==> src/include/anpc_settings.svh <==
`ifndef ANPC_SETTINGS_SVH
`define ANPC_SETTINGS_SVH

////////////////////////////////////////////////////////////
// Leg timing and gate sizing
////////////////////////////////////////////////////////////

`define TDELAY_WIDTH 8          // Dwell inputs and dwell counter
`define STEP_WIDTH   2          // Up to four steps per sequence
`define SWITCH_COUNT 6          // s0 to s5

`define RESET_GATES  6'b010010  // Z_U2 steady pattern

`endif
==> src/source/anpc_timing_pkg.sv <==
package anpc_timing_pkg;

    // Which dead-time input a commutation step dwells on
    typedef enum logic [2:0] {
        SHORT     = 3'd0,  // Plain turn-on after a short gap
        OFF_ON    = 3'd1,  // Turn-off before a complementary turn-on
        ON_OFF_V0 = 3'd2,  // Clamp switch handover at zero voltage
        OFF_V0_ON = 3'd3,
        OFF_ON_I0 = 3'd4   // Zero current handover
    } dwell_kind_t;

endpackage

==> src/source/anpc_state_pkg.sv <==
package anpc_state_pkg;

    ////////////////////////////////////////////////////////////
    // Leg states of one ANPC phase leg
    ////////////////////////////////////////////////////////////

    // Steady gate patterns are listed s5 down to s0
    typedef enum logic [2:0] {
        P    = 3'd0,  // 110001, output at positive rail
        Z_U2 = 3'd1,  // 010010, neutral through upper path
        Z_U1 = 3'd2,  // 010110
        Z_L1 = 3'd3,  // 101001
        Z_L2 = 3'd4,  // 001001, neutral through lower path
        N    = 3'd5   // 001110, output at negative rail
    } leg_state_t;

endpackage

==> src/source/anpc_leg_top.sv <==
`timescale 1ns/100ps
`include "anpc_settings.svh"

module anpc_leg_top import anpc_state_pkg::*, anpc_timing_pkg::*; (
    input  logic                       clk,
    input  logic                       rst,
    input  logic                       req,
    input  leg_state_t                 target,
    input  logic [`TDELAY_WIDTH-1:0]   t_short,
    input  logic [`TDELAY_WIDTH-1:0]   t_off_on,
    input  logic [`TDELAY_WIDTH-1:0]   t_on_off_v0,
    input  logic [`TDELAY_WIDTH-1:0]   t_off_v0_on,
    input  logic [`TDELAY_WIDTH-1:0]   t_off_on_i0,
    output logic                       ack,
    output logic                       rejected,
    output leg_state_t                 state,
    output logic [`SWITCH_COUNT-1:0]   gates
);

    leg_state_t                 from_state;
    leg_state_t                 to_state;
    logic [`STEP_WIDTH-1:0]     step;
    logic [`SWITCH_COUNT-1:0]   pattern;
    dwell_kind_t                kind;     // Kind of the looked-up step
    dwell_kind_t                kind_sel; // Kind handed to the timer
    logic                       last;
    logic                       valid;
    logic                       load;
    logic                       expired;

    commutation_table table0 (
        .from_state (from_state),
        .to_state   (to_state),
        .step       (step),
        .pattern    (pattern),
        .kind       (kind),
        .last       (last),
        .valid      (valid)
    );

    dwell_timer timer0 (
        .clk         (clk),
        .rst         (rst),
        .load        (load),
        .kind        (kind_sel),
        .t_short     (t_short),
        .t_off_on    (t_off_on),
        .t_on_off_v0 (t_on_off_v0),
        .t_off_v0_on (t_off_v0_on),
        .t_off_on_i0 (t_off_on_i0),
        .expired     (expired)
    );

    commutation_ctrl ctrl0 (
        .clk        (clk),
        .rst        (rst),
        .req        (req),
        .target     (target),
        .ack        (ack),
        .rejected   (rejected),
        .state      (state),
        .gates      (gates),
        .from_state (from_state),
        .to_state   (to_state),
        .step       (step),
        .pattern    (pattern),
        .kind       (kind),
        .last       (last),
        .valid      (valid),
        .load       (load),
        .kind_sel   (kind_sel),
        .expired    (expired)
    );

endmodule

==> src/source/commutation_ctrl.sv <==
`timescale 1ns/100ps
`include "anpc_settings.svh"

module commutation_ctrl import anpc_state_pkg::*, anpc_timing_pkg::*; (
    input  logic                       clk,
    input  logic                       rst,
    input  logic                       req,
    input  leg_state_t                 target,
    output logic                       ack,
    output logic                       rejected,
    output leg_state_t                 state,
    output logic [`SWITCH_COUNT-1:0]   gates,
    output leg_state_t                 from_state,
    output leg_state_t                 to_state,
    output logic [`STEP_WIDTH-1:0]     step,
    input  logic [`SWITCH_COUNT-1:0]   pattern,
    input  dwell_kind_t                kind,
    input  logic                       last,
    input  logic                       valid,
    output logic                       load,
    output dwell_kind_t                kind_sel,
    input  logic                       expired
);

    localparam logic [1:0] PH_IDLE  = 2'd0;  // Waiting for req
    localparam logic [1:0] PH_START = 2'd1;  // Target latched, pair checked
    localparam logic [1:0] PH_RUN   = 2'd2;  // Stepping through the sequence
    localparam logic [1:0] PH_DONE  = 2'd3;  // ack high until req falls

    logic [1:0]             phase;
    leg_state_t             target_q;
    logic [`STEP_WIDTH-1:0] step_q;    // Next step to load
    logic                   last_q;    // Shown pattern is the final one
    logic                   start_ok;  // Pair has a sequence and differs

    assign from_state = state;
    assign to_state   = target_q;
    assign step       = step_q;
    assign kind_sel   = kind;
    assign ack        = (phase == PH_DONE);

    assign start_ok = valid && (target_q != state);
    assign load     = ((phase == PH_START) && start_ok)
                   || ((phase == PH_RUN) && expired && !last_q);

    ////////////////////////////////////////////////////////////
    // Handshake and step sequencing
    ////////////////////////////////////////////////////////////

    always_ff @(posedge clk or posedge rst) begin
        if (rst) begin
            phase    <= PH_IDLE;
            target_q <= Z_U2;
            state    <= Z_U2;
            step_q   <= '0;
            last_q   <= 1'b0;
            rejected <= 1'b0;
            gates    <= `RESET_GATES;
        end else begin
            case (phase)
                PH_IDLE: begin
                    if (req) begin
                        target_q <= target;
                        step_q   <= '0;
                        phase    <= PH_START;
                    end
                end
                PH_START: begin
                    rejected <= !valid && (target_q != state);  // Same state is no refusal
                    phase    <= start_ok ? PH_RUN : PH_DONE;
                end
                PH_RUN: begin
                    if (expired && last_q) begin
                        state <= target_q;  // Gates already hold the steady pattern
                        phase <= PH_DONE;
                    end
                end
                default: begin
                    if (!req) begin
                        rejected <= 1'b0;
                        phase    <= PH_IDLE;
                    end
                end
            endcase
            if (load) begin
                gates  <= pattern;
                last_q <= last;
                step_q <= step_q + 1'b1;
            end
        end
    end

    ////////////////////////////////////////////////////////////
    // Protocol and switching checks
    ////////////////////////////////////////////////////////////

    a_req_after_ack: assert property (@(posedge clk) disable iff (rst)
        $rose(req) |-> !ack);

    a_target_stable: assert property (@(posedge clk) disable iff (rst)
        (req && !ack && $past(req && !ack)) |-> $stable(target));

    // One switch at a time keeps every edge inside its dead time
    a_one_switch: assert property (@(posedge clk) disable iff (rst)
        $countones(gates ^ $past(gates)) <= 1);

endmodule

==> src/source/dwell_timer.sv <==
`timescale 1ns/100ps
`include "anpc_settings.svh"

module dwell_timer import anpc_timing_pkg::*; (
    input  logic                       clk,
    input  logic                       rst,
    input  logic                       load,
    input  dwell_kind_t                kind,
    input  logic [`TDELAY_WIDTH-1:0]   t_short,
    input  logic [`TDELAY_WIDTH-1:0]   t_off_on,
    input  logic [`TDELAY_WIDTH-1:0]   t_on_off_v0,
    input  logic [`TDELAY_WIDTH-1:0]   t_off_v0_on,
    input  logic [`TDELAY_WIDTH-1:0]   t_off_on_i0,
    output logic                       expired
);

    logic [`TDELAY_WIDTH-1:0] dwell_sel;  // Dwell for the requested kind
    logic [`TDELAY_WIDTH-1:0] count;      // Cycles left, zero when idle

    always_comb begin
        case (kind)
            OFF_ON:    dwell_sel = t_off_on;
            ON_OFF_V0: dwell_sel = t_on_off_v0;
            OFF_V0_ON: dwell_sel = t_off_v0_on;
            OFF_ON_I0: dwell_sel = t_off_on_i0;
            default:   dwell_sel = t_short;
        endcase
    end

    always_ff @(posedge clk or posedge rst) begin
        if (rst) begin
            count <= '0;
        end else if (load) begin
            count <= dwell_sel;  // A new load replaces a running dwell
        end else if (count != '0) begin
            count <= count - 1'b1;
        end
    end

    assign expired = (count == `TDELAY_WIDTH'(1));  // Last cycle of the dwell

    // A zero dwell would never expire and stall the commutation
    a_dwell_nonzero: assert property (@(posedge clk) disable iff (rst)
        load |-> (dwell_sel != '0));

endmodule

==> src/source/commutation_table.sv <==
`timescale 1ns/100ps
`include "anpc_settings.svh"

module commutation_table import anpc_state_pkg::*, anpc_timing_pkg::*; (
    input  leg_state_t                   from_state,
    input  leg_state_t                   to_state,
    input  logic [`STEP_WIDTH-1:0]       step,
    output logic [`SWITCH_COUNT-1:0]     pattern,
    output dwell_kind_t                  kind,
    output logic                         last,
    output logic                         valid
);

    localparam int KIND_BITS = $bits(dwell_kind_t);

    logic [`SWITCH_COUNT+KIND_BITS-1:0] entry;       // Pattern over dwell kind
    logic [`STEP_WIDTH-1:0]             final_step;  // Index of the steady pattern

    ////////////////////////////////////////////////////////////
    // Sequences keyed on target then source state
    ////////////////////////////////////////////////////////////

    always_comb begin
        entry      = '0;
        final_step = '0;
        valid      = 1'b1;
        case ({to_state, from_state})
            {P, Z_U2}: begin
                final_step = 2'd2;
                case (step)
                    2'd0:    entry = {6'b010000, OFF_ON};  // s1 off
                    2'd1:    entry = {6'b110000, SHORT};
                    default: entry = {6'b110001, SHORT};
                endcase
            end
            {P, Z_U1}: begin
                final_step = 2'd3;
                case (step)
                    2'd0:    entry = {6'b010010, OFF_ON_I0};  // s2 off
                    2'd1:    entry = {6'b010011, SHORT};
                    2'd2:    entry = {6'b010001, OFF_ON};
                    default: entry = {6'b110001, SHORT};
                endcase
            end
            {P, Z_L1}: begin
                final_step = 2'd1;
                case (step)
                    2'd0:    entry = {6'b100001, OFF_ON};
                    default: entry = {6'b110001, SHORT};
                endcase
            end
            {P, Z_L2}: begin
                final_step = 2'd2;
                case (step)
                    2'd0:    entry = {6'b011001, SHORT};
                    2'd1:    entry = {6'b010001, OFF_ON};
                    default: entry = {6'b110001, SHORT};
                endcase
            end
            {Z_U2, P}: begin
                final_step = 2'd2;
                case (step)
                    2'd0:    entry = {6'b110000, SHORT};  // s0 off
                    2'd1:    entry = {6'b010000, OFF_ON};
                    default: entry = {6'b010010, SHORT};
                endcase
            end
            {Z_U2, N}: begin
                final_step = 2'd2;
                case (step)
                    2'd0:    entry = {6'b001010, OFF_ON};
                    2'd1:    entry = {6'b011010, ON_OFF_V0};
                    default: entry = {6'b010010, ON_OFF_V0};
                endcase
            end
            {Z_U1, N}: begin
                final_step = 2'd1;
                case (step)
                    2'd0:    entry = {6'b000110, OFF_ON};
                    default: entry = {6'b010110, SHORT};
                endcase
            end
            {Z_L1, P}: begin
                final_step = 2'd1;
                case (step)
                    2'd0:    entry = {6'b100001, OFF_ON};
                    default: entry = {6'b101001, SHORT};
                endcase
            end
            {Z_L2, P}: begin
                final_step = 2'd2;
                case (step)
                    2'd0:    entry = {6'b010001, OFF_ON};  // s5 off
                    2'd1:    entry = {6'b011001, ON_OFF_V0};
                    default: entry = {6'b001001, OFF_V0_ON};
                endcase
            end
            {Z_L2, N}: begin
                final_step = 2'd2;
                case (step)
                    2'd0:    entry = {6'b001100, SHORT};
                    2'd1:    entry = {6'b001000, OFF_ON};
                    default: entry = {6'b001001, SHORT};
                endcase
            end
            {N, Z_U2}: begin
                final_step = 2'd2;
                case (step)
                    2'd0:    entry = {6'b011010, SHORT};  // s3 on
                    2'd1:    entry = {6'b001010, OFF_ON};
                    default: entry = {6'b001110, SHORT};
                endcase
            end
            {N, Z_U1}: begin
                final_step = 2'd1;
                case (step)
                    2'd0:    entry = {6'b000110, OFF_ON};
                    default: entry = {6'b001110, SHORT};
                endcase
            end
            {N, Z_L1}: begin
                final_step = 2'd3;
                case (step)
                    2'd0:    entry = {6'b001001, OFF_ON_I0};
                    2'd1:    entry = {6'b001011, SHORT};
                    2'd2:    entry = {6'b001010, OFF_ON};
                    default: entry = {6'b001110, SHORT};
                endcase
            end
            {N, Z_L2}: begin
                final_step = 2'd2;
                case (step)
                    2'd0:    entry = {6'b001000, OFF_ON};
                    2'd1:    entry = {6'b001100, SHORT};
                    default: entry = {6'b001110, SHORT};
                endcase
            end
            default: valid = 1'b0;  // No sequence for this pair
        endcase
    end

    assign pattern = entry[`SWITCH_COUNT+KIND_BITS-1:KIND_BITS];
    assign kind    = dwell_kind_t'(entry[KIND_BITS-1:0]);
    assign last    = valid && (step == final_step);

endmodule

==> config.mk <==
export PLATFORM = sky130hd
export DESIGN_NAME = anpc_leg_top
export DESIGN_NICKNAME = d
export VERILOG_FILES = /design/src/source/anpc_timing_pkg.sv /design/src/source/anpc_state_pkg.sv /design/src/source/anpc_leg_top.sv /design/src/source/commutation_ctrl.sv /design/src/source/dwell_timer.sv /design/src/source/commutation_table.sv
export VERILOG_INCLUDE_DIRS = /design/src /design/src/include
export SDC_FILE = /design/constraint.sdc
export NUM_CORES = 1
export LEC_CHECK = 0
export BUFFER_PORTS_ARGS = -buffer_cell sky130_fd_sc_hd__buf_2
export CAP_MARGIN = 20
export CORE_MARGIN = 3
export CORE_UTILIZATION = 55
export DETAILED_ROUTE_END_ITERATION = 10
export HOLD_SLACK_MARGIN = 0.02
export PLACE_DENSITY = 0.92
export SLEW_MARGIN = 20
export SYNTH_ARGS = -nofsm -noshare
export SYNTH_HDL_FRONTEND = slang
export SYNTH_SLANG_ARGS = --single-unit
==> constraint.sdc <==
create_clock -name clk -period 5.4 [get_ports clk]
set_clock_uncertainty 0.15 [all_clocks]
set_input_delay 0.54 -clock clk [delete_from_list [all_inputs] [get_ports clk]]
set_output_delay 0.54 -clock clk [all_outputs]
set_load 0.05 [all_outputs]
# Word-level counts from Yosys, hierarchy flattened
# Index checks and enable logic that the tools add are counted.
# classes
addsub,2
eq_ne,30
muxes,30
bitwise_logic,1
reduce_logical,26
# ops
cell,n
$pmux W9 S14,1
$pmux W9 S2,3
$pmux W8 S2,3
$eq A6 B6 Y1 const B,6
$mux W8,4
$pmux W8 S4,1
$pmux W9 S3,1
$pmux W6 S2,2
$pmux W6 S3,1
$mux W7,2
$reduce_or A14 Y1,1
$eq A6 B2 Y1 const B,2
$eq A6 B4 Y1 const B,2
$eq A6 B5 Y1 const B,2
$mux W2,6
$pmux W2 S3,2
$eq A8 B1 Y1 const B,1
$reduce_and A2 Y1,4
$reduce_bool A8 Y1,1
$reduce_or A8 Y1,1
$sub A8 B1 Y8 const B,1
$logic_and A1 B1 Y1,7
$eq A2 B2 Y1 const B,3
$eq A3 B2 Y1 const B,2
other kinds (21),30
# totals
reg_bits,26
input_bits,46
output_inout_bits,11
wordCells,97

# Longest topological paths before layout
# logic_depth
depth_word,8
depth_mapped,9
mapped_depth_nobuf,8

# Modules after synthesis
# Synthesis repeated with hierarchy kept, for this count alone.
# unflattened
cells_unflattened,304
area_unflattened_um2,2686.3
# modules_own_cells
mod,instances,cells_each,area_each_um2,seq_area_each_um2
dwell_timer,1,108,962.2,200.2
commutation_ctrl,1,73,957.2,455.4
commutation_table,1,123,767.0,0.0

# Worst setup path before layout
# No wires, ideal clock.
# synth_path
kind,reg-to-reg
startpoint,"reg ctrl0.state[0], in the netlist ctrl0.from_state[0]"
endpoint,reg timer0.count[4]
setup_time_ps,120
arrival_time_ps,2417
path_slack_ps,2713
stages_incl_launch_ff,9
synth_period_minus_slack_ps,2687
path_cell_list,dfstp_2 buf_4 nand3_1 a2111oi_4 a211oi_2 and2_1 buf_4 o32a_1 o211a_1
# synth_between
elab_chain_len,7
word_cells_on_any_way,28
classes_between,19 x eq/ne; 4 x mux; 5 x reduce/logical
# synth_rtl
element,line_no,rtl
"start, declared",commutation_ctrl.sv:11,"output leg_state_t state,"
"start signal, assigned",commutation_ctrl.sv:74,state <= target_q;
branches (longest 7 deep; another with $pmux W9 S14),--,
"end signal, assigned",dwell_timer.sv:34,count <= dwell_sel;
"end signal, assigned",dwell_timer.sv:36,count <= count - 1'b1;
"end, declared",dwell_timer.sv:18,logic [`TDELAY_WIDTH-1:0] count;
# Several ways; the timed one is not identified.
# A chain may end at the register's enable or synchronous reset.

# Worst setup path in the final report
# layout_path
startpoint,"reg ctrl0.target_q[2], in the netlist ctrl0.to_state[2]"
endpoint,reg timer0.count[1]
# layout_between
elab_chain_len,7
word_cells_on_any_way,28
classes_between,19 x eq/ne; 4 x mux; 5 x reduce/logical
# layout_rtl
element,line_no,rtl
"start, declared",commutation_ctrl.sv:31,leg_state_t target_q;
"start signal, assigned",commutation_ctrl.sv:63,target_q <= target;
branches (longest 7 deep; another with $pmux W9 S14),--,
# Several ways; the timed one is not identified.

==> reports/summary.txt <==
result of the run = complete, no violations
Least-Margin Pin Slew = 1.10 ns
number of placed I/O pins = 57
met3 WL = 564 µm
Final GP Congestion = 0.922
WL met2 = 3570 µm
sequential-to-total area share from yosys stat = 0.242
total wire length = 7370 µm
synthesis warning total = 0
PwrDens = 529 nW/µm²
critical path's slowest cell = sky130_fd_sc_hd__a2111oi_2
Clock Tree Buf Depth = 2
number of cell instances on the worst register-to-register path = 6
Seq cells post-synth = 26
Post-synth EDFFs = 0
via total after detailed routing = 2772
unrepaired setup endpoints after global routing = false
Int Power = 0.758 mW
Rel. slew slack = 0.267
cell area after placement = 2950 µm²
proportion of power drawn by flip-flops and latches = 0.287
Hold Buf Count CTS = 0
fill cell total of the finished layout = 390
post-detail-place hpwl = 5530 µm
period utilisation layout = 0.642
Post-Synthesis Cell Area = 2710 µm²
total count of max-transition violations in the final report = 0
maximum number of pins on one net before global-route repair = 34
aggregate global-route resource usage = 0.256
Setup Viol. Count Final = 0
floorplan die width = 76.2 µm
root buffer cell = sky130_fd_sc_hd__clkbuf_8
clock group share of total power = 0.083
top routing layer in use = met4
maximum fanout along the worst path = 30
worst reg2reg path endpoint = timer0.count[1]$_DFFE_PP0P_
CTS Buf Count = 3
most frequent standard cell in the layout excluding fill and tap cells = sky130_fd_sc_hd__buf_2
TritonCTS clock tree = done
wire length of the first global-routing pass = 12400 µm
Pre-antenna DRT Iters = 5
switch share = 0.523
metal1 wirelength = 3080 µm
number of antenna violations at the first check in global routing = 0
standard cell core area = 4560 µm²
FF/Latch Area = 656 µm²
CTS H-tree depth = 1
Rows = 24
overflow left after global routing = 0
fraction of layout instances using a drive strength above 1 = 0.242
Synthesized Nets = 381
die height = 76.2 µm
class of the most critical hold timing path = in -> async
post-CTS clock slew at the launch and capture registers of the worst setup and hold paths = 0.10 ns
number of DRC violations after detailed-routing iteration 0 = 339
number of inserted diodes = 0
cells after synthesis = 322
routed vias/inst = 6.54
post-CTS setup buffers = 0
CP Class = reg -> reg
reg-to-reg startpoint = ctrl0.to_state[2]$_DFFE_PP0P_
Synth Area per Inst = 8.41 µm²
Gates resized, CTS repair = 0
remaining number of nets flagged by the antenna check after routing = 0
sink count of the clock tree = 26
number of different library cells in the post-synthesis netlist = 71
Remaining DRCs = 0
final hold violation count = 0
Die Footprint = 5800 µm²
number of nets in the final layout = 419
Skew-Pair Late Insertion Delay = 0.28 ns
area taken by multi-input logic gates = 1870 µm²
Static Leak = 1.26 nW
data required time at the worst endpoint = 5.42 ns
Top FF cell, synth = sky130_fd_sc_hd__dfrtp_1
number of violations of the max-capacitance limit = 0
Async SR Flop Fraction = 1.00
area overhead of the layout relative to synthesis = 11.0%
maximum vdd drop = 0.522 mV
maximum clock rate = 0.288 GHz
Reg2Reg Setup Slack = 1.93 ns
initial standard-cell utilization of the core = 0.593
CP Cell Sequence = or4b_4 -> a2111oi_2 -> nor2_2 -> nand2_1 -> o221ai_1 -> o32a_1
commonest cells after routing, fill and taps aside = sky130_fd_sc_hd__buf_2, sky130_fd_sc_hd__nand2_1, sky130_fd_sc_hd__dfrtp_1
via count of the first global-routing pass = 2606
share of total power in combinational logic = 0.629
switching power of the nets = 0.832 mW
Setup crit end kind = flop
Final Instance Area = 3010 µm²
kind of cell adding the most delay to the critical path = compound AO/OA/AOI/OAI gates
accumulated negative setup slack = 0 ns
count of buffer and inverter cells on the critical path = 0
delay contributed by the slowest stage of the critical path = 0.97 ns
time the worst path needs with I/O delays and setup = 3.47 ns
startpoint type of the worst setup path = flop
drt wl/cell = 17.4 µm
Arr. time, crit path = 3.49 ns
number of buffers inserted by port buffering = 56
-- area by class of cell --
| class | instances | share of cell area |
|---|---|---|
| multi-input combinational | 258 | 0.622 |
| inverter | 13 | 0.0162 |
| timing repair buffer | 58 | 0.0982 |
| sequential | 26 | 0.218 |
| clock buffer | 4 | 0.0183 |
| tap | 65 | 0.0270 |
-- synthesized netlist by cell type, drive strengths merged (3+ instances only) --
cell type   n  area (µm²)
nand2      23        86.3
dfrtp      22         551
nor2       21        81.3
o21ai      18        90.1
a21oi      15        75.1
buf        15        96.3
a31oi      14         103
ha         13         163
inv        13        48.8
nand2b     12        75.1
nand3      11        55.1
nor3       11        55.1
clkbuf     10        37.5
a211oi      8        65.1
mux2i       8        80.1
mux2        7        78.8
xnor2       7        61.3
nor2b       6        37.5
nor4        6        43.8
a32oi       5        43.8
a22oi       4        30.0
dfstp       4         105
o31ai       4        35.0
xor2        4        35.0
a2111oi     3        70.1
a22o        3        26.3
a311oi      3        26.3
a32o        3        30.0
and3        3        23.8
nand3b      3        22.5
nand4b      3        26.3
-- metrics by stage --
step	hold slack [ns]	utilization	setup WS, ns	power [mW]	std cells
after floorplan	0.338	-	2.71	1.25	322
after global placement	0.323	0.647	2.15	1.40	420
after detailed placement	0.327	0.647	2.05	1.43	420
after CTS	0.346	0.659	2.00	1.57	424
after global routing	0.247	0.659	1.68	1.72	424
final	0.188	0.659	1.93	1.59	424
-- state kept, by name (all words and copies together), names as in the netlist --
signal / cells
ctrl0.last_q: 1
ctrl0.step: 2
ctrl0.gates: 6
ctrl0.to_state: 3
ctrl0.phase: 2
ctrl0.rejected: 1
ctrl0.from_state: 3
timer0.count: 8
-- logic make-up after synthesis --
logic type / Yosys count / synth area share
AO/OA/AOI/OAI: 106 / 0.307
XOR/XNOR: 11 / 0.0356
adder cells (fa/ha/maj): 13 / 0.0600
buffers and inverters: 38 / 0.0674
flip-flops: 26 / 0.242
multiplexers: 15 / 0.0587
AND/OR/NAND/NOR: 113 / 0.230
-- per-layer routing --
metal | vias up | track usage
li1 | 1301 | -
met1 | 1302 | 0.351
met2 | 146 | 0.418
met3 | 23 | 0.0331
met4 | 0 | 0.0833
met5 | - | 0
-- worst max-delay path by stage --
stage                                         start                     endpoint  slack [ns]  cells after the start
CTS                   ctrl0.to_state[2]$_DFFE_PP0P_  timer0.count[1]$_DFFE_PP0P_        2.00                      6
floorplan           ctrl0.from_state[0]$_DFFE_PP1P_  timer0.count[4]$_DFFE_PP0P_        2.71                      8
global route          ctrl0.to_state[2]$_DFFE_PP0P_  timer0.count[1]$_DFFE_PP0P_        1.68                      6
detailed placement    ctrl0.to_state[2]$_DFFE_PP0P_  timer0.count[1]$_DFFE_PP0P_        2.05                      6
global placement      ctrl0.to_state[2]$_DFFE_PP0P_  timer0.count[0]$_DFFE_PP0P_        2.15                      6
finish                ctrl0.to_state[2]$_DFFE_PP0P_  timer0.count[1]$_DFFE_PP0P_        1.93                      6
-- power groups by stage --
stage / logic (mW) / registers (mW) / clock network (mW)
after floorplan: 0.800 / 0.446 / 0
after global placement: 0.952 / 0.448 / 0
after detailed placement: 0.978 / 0.456 / 0
after CTS: 0.983 / 0.452 / 0.131
after global routing: 1.10 / 0.482 / 0.139
final: 1.00 / 0.457 / 0.132
Note: power is estimated with default switching activity, not from simulation.
